**src/common/hci_csr_pkg.sv**
```systemverilog
/* APB request and response types, PIO register map and
   register field positions */
`default_nettype none

package hci_csr_pkg;

  localparam int ApbAddrWidth = 8;
  localparam int DataWidth    = 32;

  // Byte offsets of the PIO registers
  typedef enum logic [ApbAddrWidth-1:0] {
    RESET_CONTROL         = 8'h00,
    QUEUE_THLD_CTRL       = 8'h04,
    DATA_BUFFER_THLD_CTRL = 8'h08,
    COMMAND_PORT          = 8'h0C,
    XFER_DATA_PORT        = 8'h10,
    RESPONSE_PORT         = 8'h14,
    QUEUE_STATUS          = 8'h18
  } hci_reg_e;

  typedef struct packed {
    logic                    psel;
    logic                    penable;
    logic                    pwrite;
    logic [ApbAddrWidth-1:0] paddr;
    logic [DataWidth-1:0]    pwdata;
  } apb_req_t;

  typedef struct packed {
    logic                 pready;
    logic [DataWidth-1:0] prdata;
    logic                 pslverr;
  } apb_rsp_t;

  // RESET_CONTROL bits, also the empty flags in QUEUE_STATUS
  localparam int RstCmdBit  = 0;
  localparam int RstRxBit   = 1;
  localparam int RstTxBit   = 2;
  localparam int RstRespBit = 3;

  // QUEUE_THLD_CTRL fields
  localparam int CmdThldLsb  = 0;
  localparam int CmdThldMsb  = 7;
  localparam int RespThldLsb = 8;
  localparam int RespThldMsb = 15;

  // DATA_BUFFER_THLD_CTRL fields, log2 encoded
  localparam int TxThldLsb = 0;
  localparam int TxThldMsb = 2;
  localparam int RxThldLsb = 8;
  localparam int RxThldMsb = 10;

endpackage

`default_nettype wire

```
**src/common/hci_queue_pkg.sv**
```systemverilog
/* Queue depths and widths, command and threshold structs,
   clamp limits and command assembler states */
`default_nettype none

package hci_queue_pkg;

  localparam int CmdDepth  = 8;
  localparam int TxDepth   = 16;
  localparam int RxDepth   = 16;
  localparam int RespDepth = 8;

  localparam int XferWidth = 32;            // One dword
  localparam int CmdWidth  = 2 * XferWidth; // Two dwords per command
  localparam int RespWidth = 32;
  localparam int ThldWidth = 8;

  localparam int CmdCntWidth  = $clog2(CmdDepth + 1);
  localparam int TxCntWidth   = $clog2(TxDepth + 1);
  localparam int RxCntWidth   = $clog2(RxDepth + 1);
  localparam int RespCntWidth = $clog2(RespDepth + 1);

  // Clamp limits for the threshold fields
  localparam int CmdThldMax  = CmdDepth;
  localparam int RespThldMax = RespDepth - 1;
  localparam int TxThldClamp = $clog2(TxDepth) - 1;
  localparam int RxThldClamp = $clog2(RxDepth) - 2;

  typedef struct packed {
    logic [XferWidth-1:0] dword_hi;
    logic [XferWidth-1:0] dword_lo;
  } hci_cmd_t;

  typedef struct packed {
    logic [ThldWidth-1:0] cmd;
    logic [ThldWidth-1:0] resp;
    logic [ThldWidth-1:0] tx;
    logic [ThldWidth-1:0] rx;
  } hci_thld_t;

  typedef struct packed {
    logic cmd;
    logic rx;
    logic tx;
    logic resp;
  } hci_qrst_t;

  typedef enum logic [1:0] {
    WAIT_LO,
    WAIT_HI,
    PUSH
  } asm_state_e;

endpackage

`default_nettype wire

```
**src/queues/hci_fifo.sv**
```systemverilog
/* Synchronous valid/ready FIFO with flush and fill count */
`timescale 1ns/1ps
`default_nettype none

module hci_fifo #(
  parameter int Width = 32,
  parameter int Depth = 8
) (
  input  wire logic                       clk_i,
  input  wire logic                       rst_ni,
  input  wire logic                       flush_i,
  input  wire logic                       wvalid_i,
  input  wire logic [Width-1:0]           wdata_i,
  output logic                            wready_o,
  output logic                            rvalid_o,
  output logic [Width-1:0]                rdata_o,
  input  wire logic                       rready_i,
  output logic [$clog2(Depth+1)-1:0]      count_o
);

  localparam int PtrWidth = $clog2(Depth);
  localparam int CntWidth = $clog2(Depth + 1);

  logic [Width-1:0]    mem_q [Depth];
  logic [PtrWidth-1:0] wptr_q, rptr_q;
  logic [CntWidth-1:0] cnt_q, cnt_d;
  logic                wready_q;
  logic                push, pop;

  assign push     = wvalid_i && wready_q;
  assign pop      = rvalid_o && rready_i;
  assign rvalid_o = cnt_q != '0;
  assign rdata_o  = mem_q[rptr_q];
  assign wready_o = wready_q;
  assign count_o  = cnt_q;

  always_comb begin
    if (flush_i) cnt_d = '0;  // Flush wins over push and pop
    else         cnt_d = cnt_q + CntWidth'(push) - CntWidth'(pop);
  end

  always_ff @(posedge clk_i or negedge rst_ni) begin
    if (!rst_ni) begin
      wptr_q   <= '0;
      rptr_q   <= '0;
      cnt_q    <= '0;
      wready_q <= 1'b0;
    end else begin
      cnt_q    <= cnt_d;
      wready_q <= cnt_d != CntWidth'(Depth);  // Registered, low while in reset
      if (flush_i) begin
        wptr_q <= '0;
        rptr_q <= '0;
      end else begin
        if (push) wptr_q <= (wptr_q == PtrWidth'(Depth - 1)) ? '0 : wptr_q + 1'b1;
        if (pop)  rptr_q <= (rptr_q == PtrWidth'(Depth - 1)) ? '0 : rptr_q + 1'b1;
      end
    end
  end

  always_ff @(posedge clk_i) begin
    if (push && !flush_i) mem_q[wptr_q] <= wdata_i;
  end

  // A full FIFO has its write pointer on the read head and takes no write
  a_no_write_full: assert property (@(posedge clk_i) disable iff (!rst_ni)
    (cnt_q == CntWidth'(Depth)) |-> (wptr_q == rptr_q) && !push);

endmodule

`default_nettype wire

```
**src/source/hci_csr_decode.sv**
```systemverilog
/* APB slave for the PIO registers: register storage, port steering,
   wait states and the read data path */
`timescale 1ns/1ps
`default_nettype none

module hci_csr_decode
  import hci_csr_pkg::*;
  import hci_queue_pkg::*;
(
  input  wire logic                        clk_i,
  input  wire logic                        rst_ni,
  input  wire apb_req_t                    apb_i,
  output apb_rsp_t                         apb_o,
  output logic                             cmd_dw_valid_o,
  output logic [DataWidth-1:0]             cmd_dw_o,
  input  wire logic                        cmd_dw_ready_i,
  output logic                             tx_push_o,
  output logic [DataWidth-1:0]             tx_data_o,
  input  wire logic                        tx_full_i,
  output logic                             rx_pop_o,
  input  wire logic [DataWidth-1:0]        rx_head_i,
  input  wire logic                        rx_empty_i,
  output logic                             resp_pop_o,
  input  wire logic [DataWidth-1:0]        resp_head_i,
  input  wire logic                        resp_empty_i,
  output hci_qrst_t                        qrst_req_o,
  input  wire hci_qrst_t                   qrst_clr_i,
  output logic [1:0][DataWidth-1:0]        thld_raw_o,
  input  wire logic [DataWidth-1:0]        status_i
);

  hci_reg_e                  reg_addr;
  hci_qrst_t                 rst_q, rst_set;
  logic [1:0][DataWidth-1:0] thld_q;  // [0] QUEUE_THLD_CTRL, [1] DATA_BUFFER_THLD_CTRL
  logic                      access, wr_acc;
  logic                      ready, err;
  logic [DataWidth-1:0]      rdata;

  assign reg_addr = hci_reg_e'(apb_i.paddr);
  assign access   = apb_i.psel && apb_i.penable;
  assign wr_acc   = access && apb_i.pwrite;

  // Writing a one starts the flush of that queue
  always_comb begin
    rst_set = '0;
    if (wr_acc && reg_addr == RESET_CONTROL) begin
      rst_set.cmd  = apb_i.pwdata[RstCmdBit];
      rst_set.rx   = apb_i.pwdata[RstRxBit];
      rst_set.tx   = apb_i.pwdata[RstTxBit];
      rst_set.resp = apb_i.pwdata[RstRespBit];
    end
  end

  always_ff @(posedge clk_i or negedge rst_ni) begin
    if (!rst_ni) begin
      rst_q  <= '0;
      thld_q <= '0;
    end else begin
      rst_q <= (rst_q & ~qrst_clr_i) | rst_set;  // A new set beats the clear
      if (wr_acc && reg_addr == QUEUE_THLD_CTRL)       thld_q[0] <= apb_i.pwdata;
      if (wr_acc && reg_addr == DATA_BUFFER_THLD_CTRL) thld_q[1] <= apb_i.pwdata;
    end
  end

  // Port steering, wait states and read mux
  always_comb begin
    ready          = 1'b1;
    err            = 1'b0;
    rdata          = '0;
    cmd_dw_valid_o = 1'b0;
    tx_push_o      = 1'b0;
    rx_pop_o       = 1'b0;
    resp_pop_o     = 1'b0;
    case (reg_addr)
      RESET_CONTROL: begin
        rdata[RstCmdBit]  = rst_q.cmd;
        rdata[RstRxBit]   = rst_q.rx;
        rdata[RstTxBit]   = rst_q.tx;
        rdata[RstRespBit] = rst_q.resp;
      end
      QUEUE_THLD_CTRL:       rdata = thld_q[0];
      DATA_BUFFER_THLD_CTRL: rdata = thld_q[1];
      COMMAND_PORT: begin
        if (apb_i.pwrite && !rst_q.cmd) begin
          cmd_dw_valid_o = access;
          ready          = cmd_dw_ready_i;  // Stall while the assembler is busy
        end
      end
      XFER_DATA_PORT: begin
        if (apb_i.pwrite) begin
          if (!rst_q.tx) begin
            tx_push_o = access && !tx_full_i;
            ready     = !tx_full_i;
          end
        end else if (!rst_q.rx) begin
          err      = rx_empty_i;
          rx_pop_o = access && !rx_empty_i;
          rdata    = rx_head_i;
        end
      end
      RESPONSE_PORT: begin
        if (!apb_i.pwrite && !rst_q.resp) begin
          err        = resp_empty_i;
          resp_pop_o = access && !resp_empty_i;
          rdata      = resp_head_i;
        end
      end
      QUEUE_STATUS: rdata = status_i;
      default:      err = 1'b1;  // Unmapped offset
    endcase
  end

  assign cmd_dw_o      = apb_i.pwdata;
  assign tx_data_o     = apb_i.pwdata;
  assign qrst_req_o    = rst_q;
  assign thld_raw_o    = thld_q;
  assign apb_o.pready  = access && ready;
  assign apb_o.pslverr = access && err;
  assign apb_o.prdata  = rdata;

  // An error only ends a transfer, it never shows during a wait state
  a_err_needs_ready: assert property (@(posedge clk_i) disable iff (!rst_ni)
    apb_o.pslverr |-> apb_o.pready && access);

endmodule

`default_nettype wire

```
**src/source/hci_cmd_assembler.sv**
```systemverilog
/* Command assembler, packs two port dwords into one 64-bit command */
`timescale 1ns/1ps
`default_nettype none

module hci_cmd_assembler
  import hci_queue_pkg::*;
(
  input  wire logic                 clk_i,
  input  wire logic                 rst_ni,
  input  wire logic                 dw_valid_i,
  input  wire logic [XferWidth-1:0] dw_i,
  output logic                      dw_ready_o,
  input  wire logic                 flush_i,
  output logic                      cmd_valid_o,
  output hci_cmd_t                  cmd_o,
  input  wire logic                 cmd_ready_i
);

  asm_state_e state_q;
  hci_cmd_t   cmd_q;

  assign dw_ready_o  = state_q != PUSH;  // No dwords taken while a command waits
  assign cmd_valid_o = state_q == PUSH;
  assign cmd_o       = cmd_q;

  always_ff @(posedge clk_i or negedge rst_ni) begin
    if (!rst_ni) begin
      state_q <= WAIT_LO;
    end else if (flush_i) begin
      state_q <= WAIT_LO;  // Drop a half-built command
    end else begin
      case (state_q)
        WAIT_LO: if (dw_valid_i) state_q <= WAIT_HI;
        WAIT_HI: if (dw_valid_i) state_q <= PUSH;
        PUSH:    if (cmd_ready_i) state_q <= WAIT_LO;
        default: state_q <= WAIT_LO;
      endcase
    end
  end

  // First dword is the low half
  always_ff @(posedge clk_i) begin
    if (dw_valid_i && state_q == WAIT_LO) cmd_q.dword_lo <= dw_i;
    if (dw_valid_i && state_q == WAIT_HI) cmd_q.dword_hi <= dw_i;
  end

  a_cmd_stable: assert property (@(posedge clk_i) disable iff (!rst_ni)
    cmd_valid_o && !cmd_ready_i && !flush_i |=> cmd_valid_o && $stable(cmd_o));

endmodule

`default_nettype wire

```
**src/source/hci_queue_ctrl.sv**
```systemverilog
/* Queue controller: threshold clamping, self-clearing queue resets
   and the QUEUE_STATUS flags */
`timescale 1ns/1ps
`default_nettype none

module hci_queue_ctrl
  import hci_csr_pkg::*;
  import hci_queue_pkg::*;
(
  input  wire logic                      clk_i,
  input  wire logic                      rst_ni,
  input  wire logic [1:0][DataWidth-1:0] thld_raw_i,
  input  wire hci_qrst_t                 qrst_req_i,
  input  wire logic                      cmd_empty_i,
  input  wire logic                      rx_empty_i,
  input  wire logic                      tx_empty_i,
  input  wire logic                      resp_empty_i,
  input  wire logic [CmdCntWidth-1:0]    cmd_cnt_i,
  input  wire logic [RxCntWidth-1:0]     rx_cnt_i,
  input  wire logic [TxCntWidth-1:0]     tx_cnt_i,
  input  wire logic [RespCntWidth-1:0]   resp_cnt_i,
  output hci_thld_t                      thld_o,
  output hci_qrst_t                      flush_o,
  output hci_qrst_t                      qrst_clr_o,
  output logic [DataWidth-1:0]           status_o
);

  logic [CmdThldMsb-CmdThldLsb:0]   cmd_raw;
  logic [RespThldMsb-RespThldLsb:0] resp_raw;
  logic [TxThldMsb-TxThldLsb:0]     tx_raw;
  logic [RxThldMsb-RxThldLsb:0]     rx_raw;
  hci_qrst_t                        empty, clr_q;
  logic                             cmd_room, resp_above, tx_room, rx_above;

  assign cmd_raw  = thld_raw_i[0][CmdThldMsb:CmdThldLsb];
  assign resp_raw = thld_raw_i[0][RespThldMsb:RespThldLsb];
  assign tx_raw   = thld_raw_i[1][TxThldMsb:TxThldLsb];
  assign rx_raw   = thld_raw_i[1][RxThldMsb:RxThldLsb];

  assign empty = '{cmd: cmd_empty_i, rx: rx_empty_i, tx: tx_empty_i, resp: resp_empty_i};

  always_ff @(posedge clk_i or negedge rst_ni) begin
    if (!rst_ni) begin
      thld_o <= '0;
      clr_q  <= '0;
    end else begin
      thld_o.cmd  <= (cmd_raw > CmdThldMax) ? ThldWidth'(CmdThldMax) : cmd_raw;
      thld_o.resp <= (resp_raw > RespThldMax) ? ThldWidth'(RespThldMax) : resp_raw;
      // TX and RX fields encode 2^(field+1) entries
      thld_o.tx <= ((1 << (tx_raw + 1)) > TxDepth) ? ThldWidth'(TxThldClamp)
                                                    : ThldWidth'(tx_raw);
      thld_o.rx <= ((1 << (rx_raw + 1)) >= RxDepth) ? ThldWidth'(RxThldClamp)
                                                     : ThldWidth'(rx_raw);
      clr_q <= qrst_req_i & empty & ~clr_q;  // One pulse per drained queue
    end
  end

  assign flush_o    = qrst_req_i;
  assign qrst_clr_o = clr_q;

  assign cmd_room   = (CmdDepth - int'(cmd_cnt_i)) >= int'(thld_o.cmd);
  assign resp_above = int'(resp_cnt_i) > int'(thld_o.resp);
  assign tx_room    = (TxDepth - int'(tx_cnt_i)) >= (1 << (thld_o.tx + 1));
  assign rx_above   = int'(rx_cnt_i) >= (1 << (thld_o.rx + 1));

  always_comb begin
    status_o             = '0;
    status_o[RstCmdBit]  = cmd_empty_i;
    status_o[RstRxBit]   = rx_empty_i;
    status_o[RstTxBit]   = tx_empty_i;
    status_o[RstRespBit] = resp_empty_i;
    status_o[4]          = cmd_room;
    status_o[5]          = resp_above;
    status_o[6]          = tx_room;
    status_o[7]          = rx_above;
    status_o[15:8]       = thld_o.cmd;  // Clamped value for software
  end

endmodule

`default_nettype wire

```
**src/source/hci_pio_top.sv**
```systemverilog
/* PIO queue block top: CSR decoder, command assembler, queue
   controller and the four queues */
`timescale 1ns/1ps
`default_nettype none

module hci_pio_top
  import hci_csr_pkg::*;
  import hci_queue_pkg::*;
(
  input  wire logic                 clk_i,
  input  wire logic                 rst_ni,
  input  wire apb_req_t             apb_i,
  output apb_rsp_t                  apb_o,
  output logic                      cmd_valid_o,
  output hci_cmd_t                  cmd_o,
  input  wire logic                 cmd_ready_i,
  output logic                      tx_valid_o,
  output logic [XferWidth-1:0]      tx_data_o,
  input  wire logic                 tx_ready_i,
  input  wire logic                 rx_valid_i,
  input  wire logic [XferWidth-1:0] rx_data_i,
  output logic                      rx_ready_o,
  input  wire logic                 resp_valid_i,
  input  wire logic [RespWidth-1:0] resp_data_i,
  output logic                      resp_ready_o
);

  logic                      cmd_dw_valid, cmd_dw_ready;
  logic [DataWidth-1:0]      cmd_dw;
  logic                      asm_valid, asm_ready;
  hci_cmd_t                  asm_cmd;
  logic                      tx_push, tx_wready;
  logic [DataWidth-1:0]      tx_wdata;
  logic                      rx_pop, rx_rvalid;
  logic [XferWidth-1:0]      rx_head;
  logic                      resp_pop, resp_rvalid;
  logic [RespWidth-1:0]      resp_head;
  hci_qrst_t                 qrst_req, qrst_clr, flush;
  logic [1:0][DataWidth-1:0] thld_raw;
  logic [DataWidth-1:0]      status;
  logic [CmdCntWidth-1:0]    cmd_cnt;
  logic [TxCntWidth-1:0]     tx_cnt;
  logic [RxCntWidth-1:0]     rx_cnt;
  logic [RespCntWidth-1:0]   resp_cnt;

  hci_csr_decode u_decode (
    .clk_i, .rst_ni, .apb_i, .apb_o,
    .cmd_dw_valid_o(cmd_dw_valid), .cmd_dw_o(cmd_dw), .cmd_dw_ready_i(cmd_dw_ready),
    .tx_push_o(tx_push), .tx_data_o(tx_wdata), .tx_full_i(!tx_wready),
    .rx_pop_o(rx_pop), .rx_head_i(rx_head), .rx_empty_i(!rx_rvalid),
    .resp_pop_o(resp_pop), .resp_head_i(resp_head), .resp_empty_i(!resp_rvalid),
    .qrst_req_o(qrst_req), .qrst_clr_i(qrst_clr),
    .thld_raw_o(thld_raw), .status_i(status)
  );

  hci_cmd_assembler u_assembler (
    .clk_i, .rst_ni,
    .dw_valid_i(cmd_dw_valid), .dw_i(cmd_dw), .dw_ready_o(cmd_dw_ready),
    .flush_i(flush.cmd),
    .cmd_valid_o(asm_valid), .cmd_o(asm_cmd), .cmd_ready_i(asm_ready)
  );

  // Clamped thresholds are consumed inside the controller for the status flags
  hci_queue_ctrl u_queue_ctrl (
    .clk_i, .rst_ni, .thld_raw_i(thld_raw), .qrst_req_i(qrst_req),
    .cmd_empty_i(!cmd_valid_o), .rx_empty_i(!rx_rvalid),
    .tx_empty_i(!tx_valid_o), .resp_empty_i(!resp_rvalid),
    .cmd_cnt_i(cmd_cnt), .rx_cnt_i(rx_cnt), .tx_cnt_i(tx_cnt), .resp_cnt_i(resp_cnt),
    .thld_o(), .flush_o(flush), .qrst_clr_o(qrst_clr), .status_o(status)
  );

  hci_fifo #(.Width(CmdWidth), .Depth(CmdDepth)) cmd_q (
    .clk_i, .rst_ni, .flush_i(flush.cmd),
    .wvalid_i(asm_valid), .wdata_i(asm_cmd), .wready_o(asm_ready),
    .rvalid_o(cmd_valid_o), .rdata_o(cmd_o), .rready_i(cmd_ready_i), .count_o(cmd_cnt)
  );

  hci_fifo #(.Width(XferWidth), .Depth(TxDepth)) tx_q (
    .clk_i, .rst_ni, .flush_i(flush.tx),
    .wvalid_i(tx_push), .wdata_i(tx_wdata), .wready_o(tx_wready),
    .rvalid_o(tx_valid_o), .rdata_o(tx_data_o), .rready_i(tx_ready_i), .count_o(tx_cnt)
  );

  hci_fifo #(.Width(XferWidth), .Depth(RxDepth)) rx_q (
    .clk_i, .rst_ni, .flush_i(flush.rx),
    .wvalid_i(rx_valid_i), .wdata_i(rx_data_i), .wready_o(rx_ready_o),
    .rvalid_o(rx_rvalid), .rdata_o(rx_head), .rready_i(rx_pop), .count_o(rx_cnt)
  );

  hci_fifo #(.Width(RespWidth), .Depth(RespDepth)) resp_q (
    .clk_i, .rst_ni, .flush_i(flush.resp),
    .wvalid_i(resp_valid_i), .wdata_i(resp_data_i), .wready_o(resp_ready_o),
    .rvalid_o(resp_rvalid), .rdata_o(resp_head), .rready_i(resp_pop), .count_o(resp_cnt)
  );

endmodule

`default_nettype wire

```
**config.mk**
```make
export PLATFORM = sky130hd
export DESIGN_NAME = hci_pio_top
export DESIGN_NICKNAME = d
export VERILOG_FILES = /design/src/common/hci_csr_pkg.sv /design/src/common/hci_queue_pkg.sv /design/src/queues/hci_fifo.sv /design/src/source/hci_csr_decode.sv /design/src/source/hci_cmd_assembler.sv /design/src/source/hci_queue_ctrl.sv /design/src/source/hci_pio_top.sv
export SDC_FILE = /design/constraint.sdc
export NUM_CORES = 2
export LEC_CHECK = 0
export ABC_AREA = 0
export BUFFER_PORTS_ARGS = -buffer_cell sky130_fd_sc_hd__buf_2
export CORE_ASPECT_RATIO = 0.75
export CORE_MARGIN = 4
export CORE_UTILIZATION = 57
export DETAILED_ROUTE_END_ITERATION = 10
export PLACE_DENSITY = 0.74
export SETUP_SLACK_MARGIN = 0.15
export SYNTH_ARGS = -nofsm -noshare
export SYNTH_HDL_FRONTEND = slang
export SYNTH_SLANG_ARGS = --single-unit
export TNS_END_PERCENT = 20
```
**constraint.sdc**
```tcl
create_clock -name clk_i -period 10.2 [get_ports clk_i]
set_clock_uncertainty 0.05 [all_clocks]
set_input_delay 1.02 -clock clk_i [delete_from_list [all_inputs] [get_ports clk_i]]
set_output_delay 1.02 -clock clk_i [all_outputs]
set_load 0.05 [all_outputs]
```
Word-level counts from Yosys, hierarchy flattened
Memory sizes are Yosys's and may differ from the RTL's.
Index checks and enable logic that the tools add are counted.
W data, S select, Z words.
{"block": "op_classes", "magnitude_cmp": 8, "n_eq_ne": 24, "n_addsub": 22, "n_reduce_logical": 51, "n_div": 0, "muxes": 69, "n_shift": 4, "mul": 0, "bitwise": 5}
{"op": "$pmux W28 S5", "n": 1}
{"op": "$shl A1 B32 Y32 const A", "n": 4}
{"op": "$mux W32", "n": 3}
{"op": "$mux W4", "n": 15}
{"op": "$mux W3", "n": 14}
{"op": "$ge A32 B32 Y1", "n": 1}
{"op": "$ge A32 B6 Y1 const B", "n": 1}
{"op": "$ge A32 B9 Y1", "n": 1}
{"op": "$ge A6 B32 Y1", "n": 1}
{"op": "$gt A32 B6 Y1 const B", "n": 1}
{"op": "$logic_and A1 B1 Y1", "n": 26}
{"op": "$eq A8 B5 Y1 const B", "n": 3}
{"op": "$mux W1", "n": 24}
{"op": "$pmux W4 S6", "n": 1}
{"op": "$add A8 B1 Y9 const B", "n": 2}
{"op": "$add A4 B1 Y4 const B", "n": 4}
{"op": "$eq A4 B4 Y1 const B", "n": 4}
{"op": "$eq A8 B4 Y1 const B", "n": 2}
{"op": "$mux W8", "n": 2}
{"op": "$reduce_bool A2 Y1", "n": 8}
{"op": "$add A3 B1 Y3 const B", "n": 4}
{"op": "$and A4 B4 Y4", "n": 3}
{"op": "$eq A3 B3 Y1 const B", "n": 4}
{"op": "$add A5 B1 Y5", "n": 2}
{"op": "other kinds (31)", "n": 52}
{"block": "word_totals", "ff_bits": 220, "latchBits": 0, "mem_count": 4, "word_cells": 220, "mem_bits_ro": 0, "ramBits": 1792}
{"name": "cmd_q.mem_q", "words": 8, "width": 64, "read_ports": 1, "rd_ports_with_merged_regs": 0, "write_ports": 1, "line_no": "hci_fifo.sv:24", "source": "logic [Width-1:0] mem_q [Depth];"}
{"name": "rx_q.mem_q", "words": 16, "width": 32, "read_ports": 1, "rd_ports_with_merged_regs": 0, "write_ports": 1, "line_no": "hci_fifo.sv:24"}
{"name": "tx_q.mem_q", "words": 16, "width": 32, "read_ports": 1, "rd_ports_with_merged_regs": 0, "write_ports": 1, "line_no": "hci_fifo.sv:24"}
{"name": "resp_q.mem_q", "words": 8, "width": 32, "read_ports": 1, "rd_ports_with_merged_regs": 0, "write_ports": 1, "line_no": "hci_fifo.sv:24"}

Longest topological paths before layout
{"block": "logic_depth", "word_depth": 10, "mapped_depth": 15, "depth_no_buf": 15}

By module
Synthesis repeated with hierarchy kept, for this count alone.
{"block": "unflattened", "cells_unflattened": 3997, "area_unflattened_um2": 79907.9}
{"mod": "hci_fifo (tx_q)", "instances": 1, "cells_per_inst": 994, "area_each_um2": 20543.5, "seq_area_each_um2": 15725.1}
{"mod": "hci_fifo (rx_q)", "instances": 1, "cells_per_inst": 1030, "area_each_um2": 20484.6, "seq_area_each_um2": 15725.1}
{"mod": "hci_fifo (cmd_q)", "instances": 1, "cells_per_inst": 814, "area_each_um2": 19902.8, "seq_area_each_um2": 15650.0}
{"mod": "hci_fifo (resp_q)", "instances": 1, "cells_per_inst": 445, "area_each_um2": 10382.5, "seq_area_each_um2": 7962.6}
{"mod": "hci_csr_decode", "instances": 1, "cells_per_inst": 409, "area_each_um2": 4478.0, "seq_area_each_um2": 1701.6}
{"mod": "hci_queue_ctrl", "instances": 1, "cells_per_inst": 225, "area_each_um2": 2060.7, "seq_area_each_um2": 650.6}
{"mod": "hci_cmd_assembler", "instances": 1, "cells_per_inst": 75, "area_each_um2": 2037.0, "seq_area_each_um2": 1971.9}
{"mod": "hci_pio_top", "instances": 1, "cells_per_inst": 5, "area_each_um2": 18.8, "seq_area_each_um2": 0.0}

Worst setup path before layout
Ideal clock, no wire load.
{"block": "synth_path", "path_kind": "reg-to-reg", "startpoint": "register u_assembler.state_q[0]", "endpoint": "memory cmd_q.mem_q[0][0] in the netlist's numbering (enable)", "period_less_slack_ns": 6.094, "stages_incl_launch_ff": 5, "setup_time_ns": 0.565, "slack_ns": 4.106, "arrival_time_ns": 5.480, "t_required_ns": 9.585, "cell_sequence": "dfrtp_1 -> nor2b_1 -> nand2_1 -> or3_1 -> nor3_1"}
{"block": "synth_via", "elab_chain_cells": 5}
{"item": "start, declared", "line_no": "hci_cmd_assembler.sv:19", "source": "asm_state_e state_q;"}
{"item": "start signal, assigned", "line_no": "hci_cmd_assembler.sv:28", "source": "state_q <= WAIT_LO;"}
{"item": "start signal, assigned", "line_no": "hci_cmd_assembler.sv:30", "source": "state_q <= WAIT_LO;"}
{"item": "start signal, assigned", "line_no": "hci_cmd_assembler.sv:33", "source": "WAIT_LO: if (dw_valid_i) state_q <= WAIT_HI;"}
{"item": "$eq A2 B2 Y1", "line_no": "hci_cmd_assembler.sv:23", "source": "assign cmd_valid_o = state_q == PUSH;"}
{"item": "$logic_and A1 B1 Y1", "line_no": "hci_fifo.sv:30", "source": "assign push = wvalid_i && wready_q;"}
{"item": "$logic_and A1 B1 Y1", "line_no": "hci_fifo.sv:62", "source": "if (push && !flush_i) mem_q[wptr_q] <= wdata_i;"}
{"item": "$mux W1", "line_no": "hci_fifo.sv:62"}
{"item": "$mux W1 (not written as such)", "line_no": "hci_fifo.sv:62"}
{"item": "end, declared", "line_no": "hci_fifo.sv:24"}
No other way between the ends.

==> results.py <==
metrics = {
    "grt": {
        "grt_pass1_vias": 38200,
        "pin_count_of_the_biggest_net_entering_global_routing": 93,
        "grt_remaining_overflow": 0,
        "antenna_found_initial": 51,
        "grt_first_pass_wirelength_um": 263000,
        "globalRouteTotalUtil_pct": 25.8,
    },
    "worst_setup_path": {
        "critical_path_arrival_ns": 4.67,
        "end_kind": "output pin",
        "worst_setup_path_start_kind": "flop",
        "worst-setup-path-type": "flop to output pin",
        "critPathMaxFanout": 67,
        "required_worst_endpoint_ns": 9.13,
    },
    "clock_tree": {
        "htree_levels": 4,
        "insertion_delay_ns": 0.81,
        "cts.sinks": 2002,
        "ctsLongestPathBuffers": 3,
        "clk_pin_slew_ns": 0.06,
        "cts.repair_timing.setup_buffer_count": 0,
        "clock_tree.root_cell": "sky130_fd_sc_hd__clkbuf_16",
        "cts-buffers-inserted": 181,
        "ctsResizeCount": 0,
        "cts_hold_buf": 0,
        "cts_tree": "done",
    },
    "synthesis": {
        "netlist_area_sq_um": 77800,
        "syn_avg_cell_area_sq_um": 20.8,
        "netlist_top_cells_area": "sky130_fd_sc_hd__edfxtp_1 72%, sky130_fd_sc_hd__mux4_2 11%, sky130_fd_sc_hd__dfrtp_1 4.7%",
        "synthMostInstantiatedCell": "sky130_fd_sc_hd__edfxtp_1",
        "ys_warn_count": 0,
        "postSynth.asyncResetShare_pct": 7.29,
        "synth_cell_type_count": 62,
        "netlist_instances": 3735,
        "count_of_state_elements_after_synthesis": 2002,
        "synth_enable_flop_cells": 1856,
        "ys.flop_type": "sky130_fd_sc_hd__edfxtp_1",
        "synthDominantAreaCellType": "sky130_fd_sc_hd__edfxtp_1",
        "synth_largest_type_area_fraction_pct": 71.7,
        "synth.cells.most_frequent": "1856 x sky130_fd_sc_hd__edfxtp_1, 384 x sky130_fd_sc_hd__mux4_2, 196 x sky130_fd_sc_hd__mux2i_1",
        "yosysSeqAreaShare_pct": 76.4,
    },
    "cells_and_area": {
        "fill_cell_instance_count_of_the_final_layout": 8848,
        "finish.instance_area_sq_um": 87500,
        "finish.utilization_pct": 64.5,
        "synthToLayoutAreaGrowth_pct": 12.5,
        "drive_gt1_share_pct": 28.4,
        "fin_cells": 6038,
        "nNetsFinal": 4275,
    },
    "routing": {
        "dr_total_vias": 38500,
        "viasPerCell": 6.38,
        "drt-initial-drc-count": 4984,
        "drt.antenna.violating_nets": 0,
        "totalWireLength_um": 183000,
        "route.detailed.wl_per_inst_um": 30.2,
        "post_detailed_route_drc_marker_count": 0,
        "drt-pass1-iter-count": 6,
    },
    "power": {
        "power.clock.fraction_pct": 31.0,
        "power_density_nw_per_um2": 244,
        "switching_share_pct": 30.7,
        "power.switching_mw": 6.56,
        "combinationalPowerShare_pct": 23.7,
        "power_report.internal_total_mw": 14.8,
        "pwr-share-seq_pct": 45.3,
        "vdd_drop_max_uv": 236,
        "p_leak_nw": 28.9,
        "finalPower_mw": 21.4,
    },
    "placed_design": {
        "port-buffer-count": 246,
        "detailed_place.area_sq_um": 81600,
        "dp.cells": 5680,
        "gp_congestion": 0.837,
        "detailedPlace.worstSlack_ns": 5.25,
        "detail_placement_hpwl_um": 103000,
    },
    "sta": {
        "maxSlewHeadroom_pct": 17.5,
        "transition_time_of_the_tightest_slew_check_pin_ns": 1.24,
        "post-route-period-util_pct": 56.3,
        "minimum_setup_slack_in_the_final_design_ns": 4.46,
        "hold_slack_ns": 0.222,
        "highest_attainable_clock_frequency_ghz": 0.174,
        "count_of_endpoints_failing_hold_in_the_final_timing_report": 0,
        "max_slew_violations": 0,
        "finalCriticalPeriod_ns": 5.74,
        "setup_viol": 0,
        "setup_total_negative_slack_ns": 0,
        "grt_setup_unrepaired": "false",
    },
    "floorplan": {
        "start_util_pct": 57.4,
        "fp.dieH_um": 328,
        "die_area_sq_um": 142000,
        "io-pin-count": 247,
        "core.rowCount": 117,
        "floorplan.core_area_sq_um": 136000,
        "die_w_um": 435,
    },
    "min_path": {
        "min_path_type": "primary input to async pin",
    },
    "run_status": {
        "status": "completed",
    },
    "job": {
        "cap_viol_max_count": 0,
    },
}
## logic make-up (layout without fill, tap and decap cells)
group | count (synthesis) | after routing | share of synthesized area, %
AND/OR/NAND/NOR | 336 | 336 | 2.06
XOR/XNOR | 19 | 19 | 0.214
multiplexers | 740 | 740 | 16.0
other | 2 | 46 | 0.00966
AO/OA/AOI/OAI | 308 | 308 | 2.82
flip-flops | 2002 | 2002 | 76.4
adder cells (fa/ha/maj) | 84 | 84 | 1.39
buffers and inverters | 244 | 718 | 1.19
## cell type report
cell class	count	area, sq um	area share [%]
clock inverter	101	917	1.05
timing repair buffer	330	1880	2.15
tap	1785	2230	2.55
sequential	2002	59400	67.9
clock buffer	231	4840	5.53
multi-input combinational	1507	17900	20.5
inverter	56	210	0.240
antenna	26	65.1	0.0744
## layer usage
layer,wire length (um),GRT usage [%],vias up
met2,85600,38.8,1890
met5,65,0,-
li1,-,-,16100
met3,17600,5.60,343
met4,7090,10.9,12
met1,72100,37.3,20100
## power groups by stage
stage,combinational [mW],sequential [mW],clock (mW)
finish,5.07,9.69,6.62
global route,5.40,9.73,7.08
CTS,5.11,9.70,6.71
detailed placement,5.07,9.87,0
global placement,5.01,9.85,0
floorplan,3.84,9.63,0
## worst max-delay path: stages (launching register included)
cell	delay, ns
sky130_fd_sc_hd__dfrtp_4	1.09
sky130_fd_sc_hd__buf_4	0.87
sky130_fd_sc_hd__mux4_2	0.41
sky130_fd_sc_hd__mux2_2	0.26
sky130_fd_sc_hd__a21oi_1	0.40
sky130_fd_sc_hd__o221ai_1	0.39
sky130_fd_sc_hd__buf_2	0.36
## final timing paths
| path | endpoint | cells after the start | slack (ns) | startpoint |
|---|---|---|---|---|
| setup / recovery | apb_o[22] | 6 | 4.46 | rx_q.rptr_q[1] |
| hold / removal | u_queue_ctrl.thld_o[10] | 1 | 0.22 | rst_ni |
| setup reg to reg | tx_q.mem_q[11][26] | 5 | 6.34 | u_decode.qrst_req_o[1] |
| hold reg to reg | u_queue_ctrl.qrst_clr_o[1] | 1 | 0.38 | u_queue_ctrl.qrst_clr_o[1] |
| max in group asynchronous | resp_q.rptr_q[0] | 2 | 8.47 | rst_ni |
| min in group clk_i | u_queue_ctrl.qrst_clr_o[1] | 1 | 0.38 | u_queue_ctrl.qrst_clr_o[1] |
## cells in the final DEF (no fill, tap or decap), types with 25 or more instances in the layout
cell                        Yosys  final
sky130_fd_sc_hd__ha_1          80     80
sky130_fd_sc_hd__o21ai_0       45     45
sky130_fd_sc_hd__inv_1         55     55
sky130_fd_sc_hd__clkbuf_16      0    184
sky130_fd_sc_hd__a22oi_1       54     54
sky130_fd_sc_hd__nor2_4         0     36
sky130_fd_sc_hd__nand2_1      101    101
sky130_fd_sc_hd__a221oi_1      68     68
sky130_fd_sc_hd__mux2i_1      196    196
sky130_fd_sc_hd__clkinv_1       1     37
sky130_fd_sc_hd__clkbuf_1     113     41
sky130_fd_sc_hd__buf_2          8    245
sky130_fd_sc_hd__nor2_1       100     63
sky130_fd_sc_hd__buf_4          0     83
sky130_fd_sc_hd__dfrtp_1      146    134
sky130_fd_sc_hd__clkinv_2       0     36
sky130_fd_sc_hd__o211ai_1      25     25
sky130_fd_sc_hd__edfxtp_1    1856   1856
sky130_fd_sc_hd__a21oi_1       60     60
sky130_fd_sc_hd__mux2_2       154    154
sky130_fd_sc_hd__mux4_2       384    384
sky130_fd_sc_hd__diode_2        0     26
## state kept, by name (all words and copies together), names as in the netlist, 5 cells and up
signal,flops
cmd_q.mem_q,512
rx_q.mem_q,512
tx_q.mem_q,512
resp_q.mem_q,256
u_assembler.cmd_o,64
u_decode.thld_raw_o,64
u_queue_ctrl.thld_o,14
u_queue_ctrl.status_o,8
rx_q.count_o,5
tx_q.count_o,5
(Power assumes the default switching activity.)
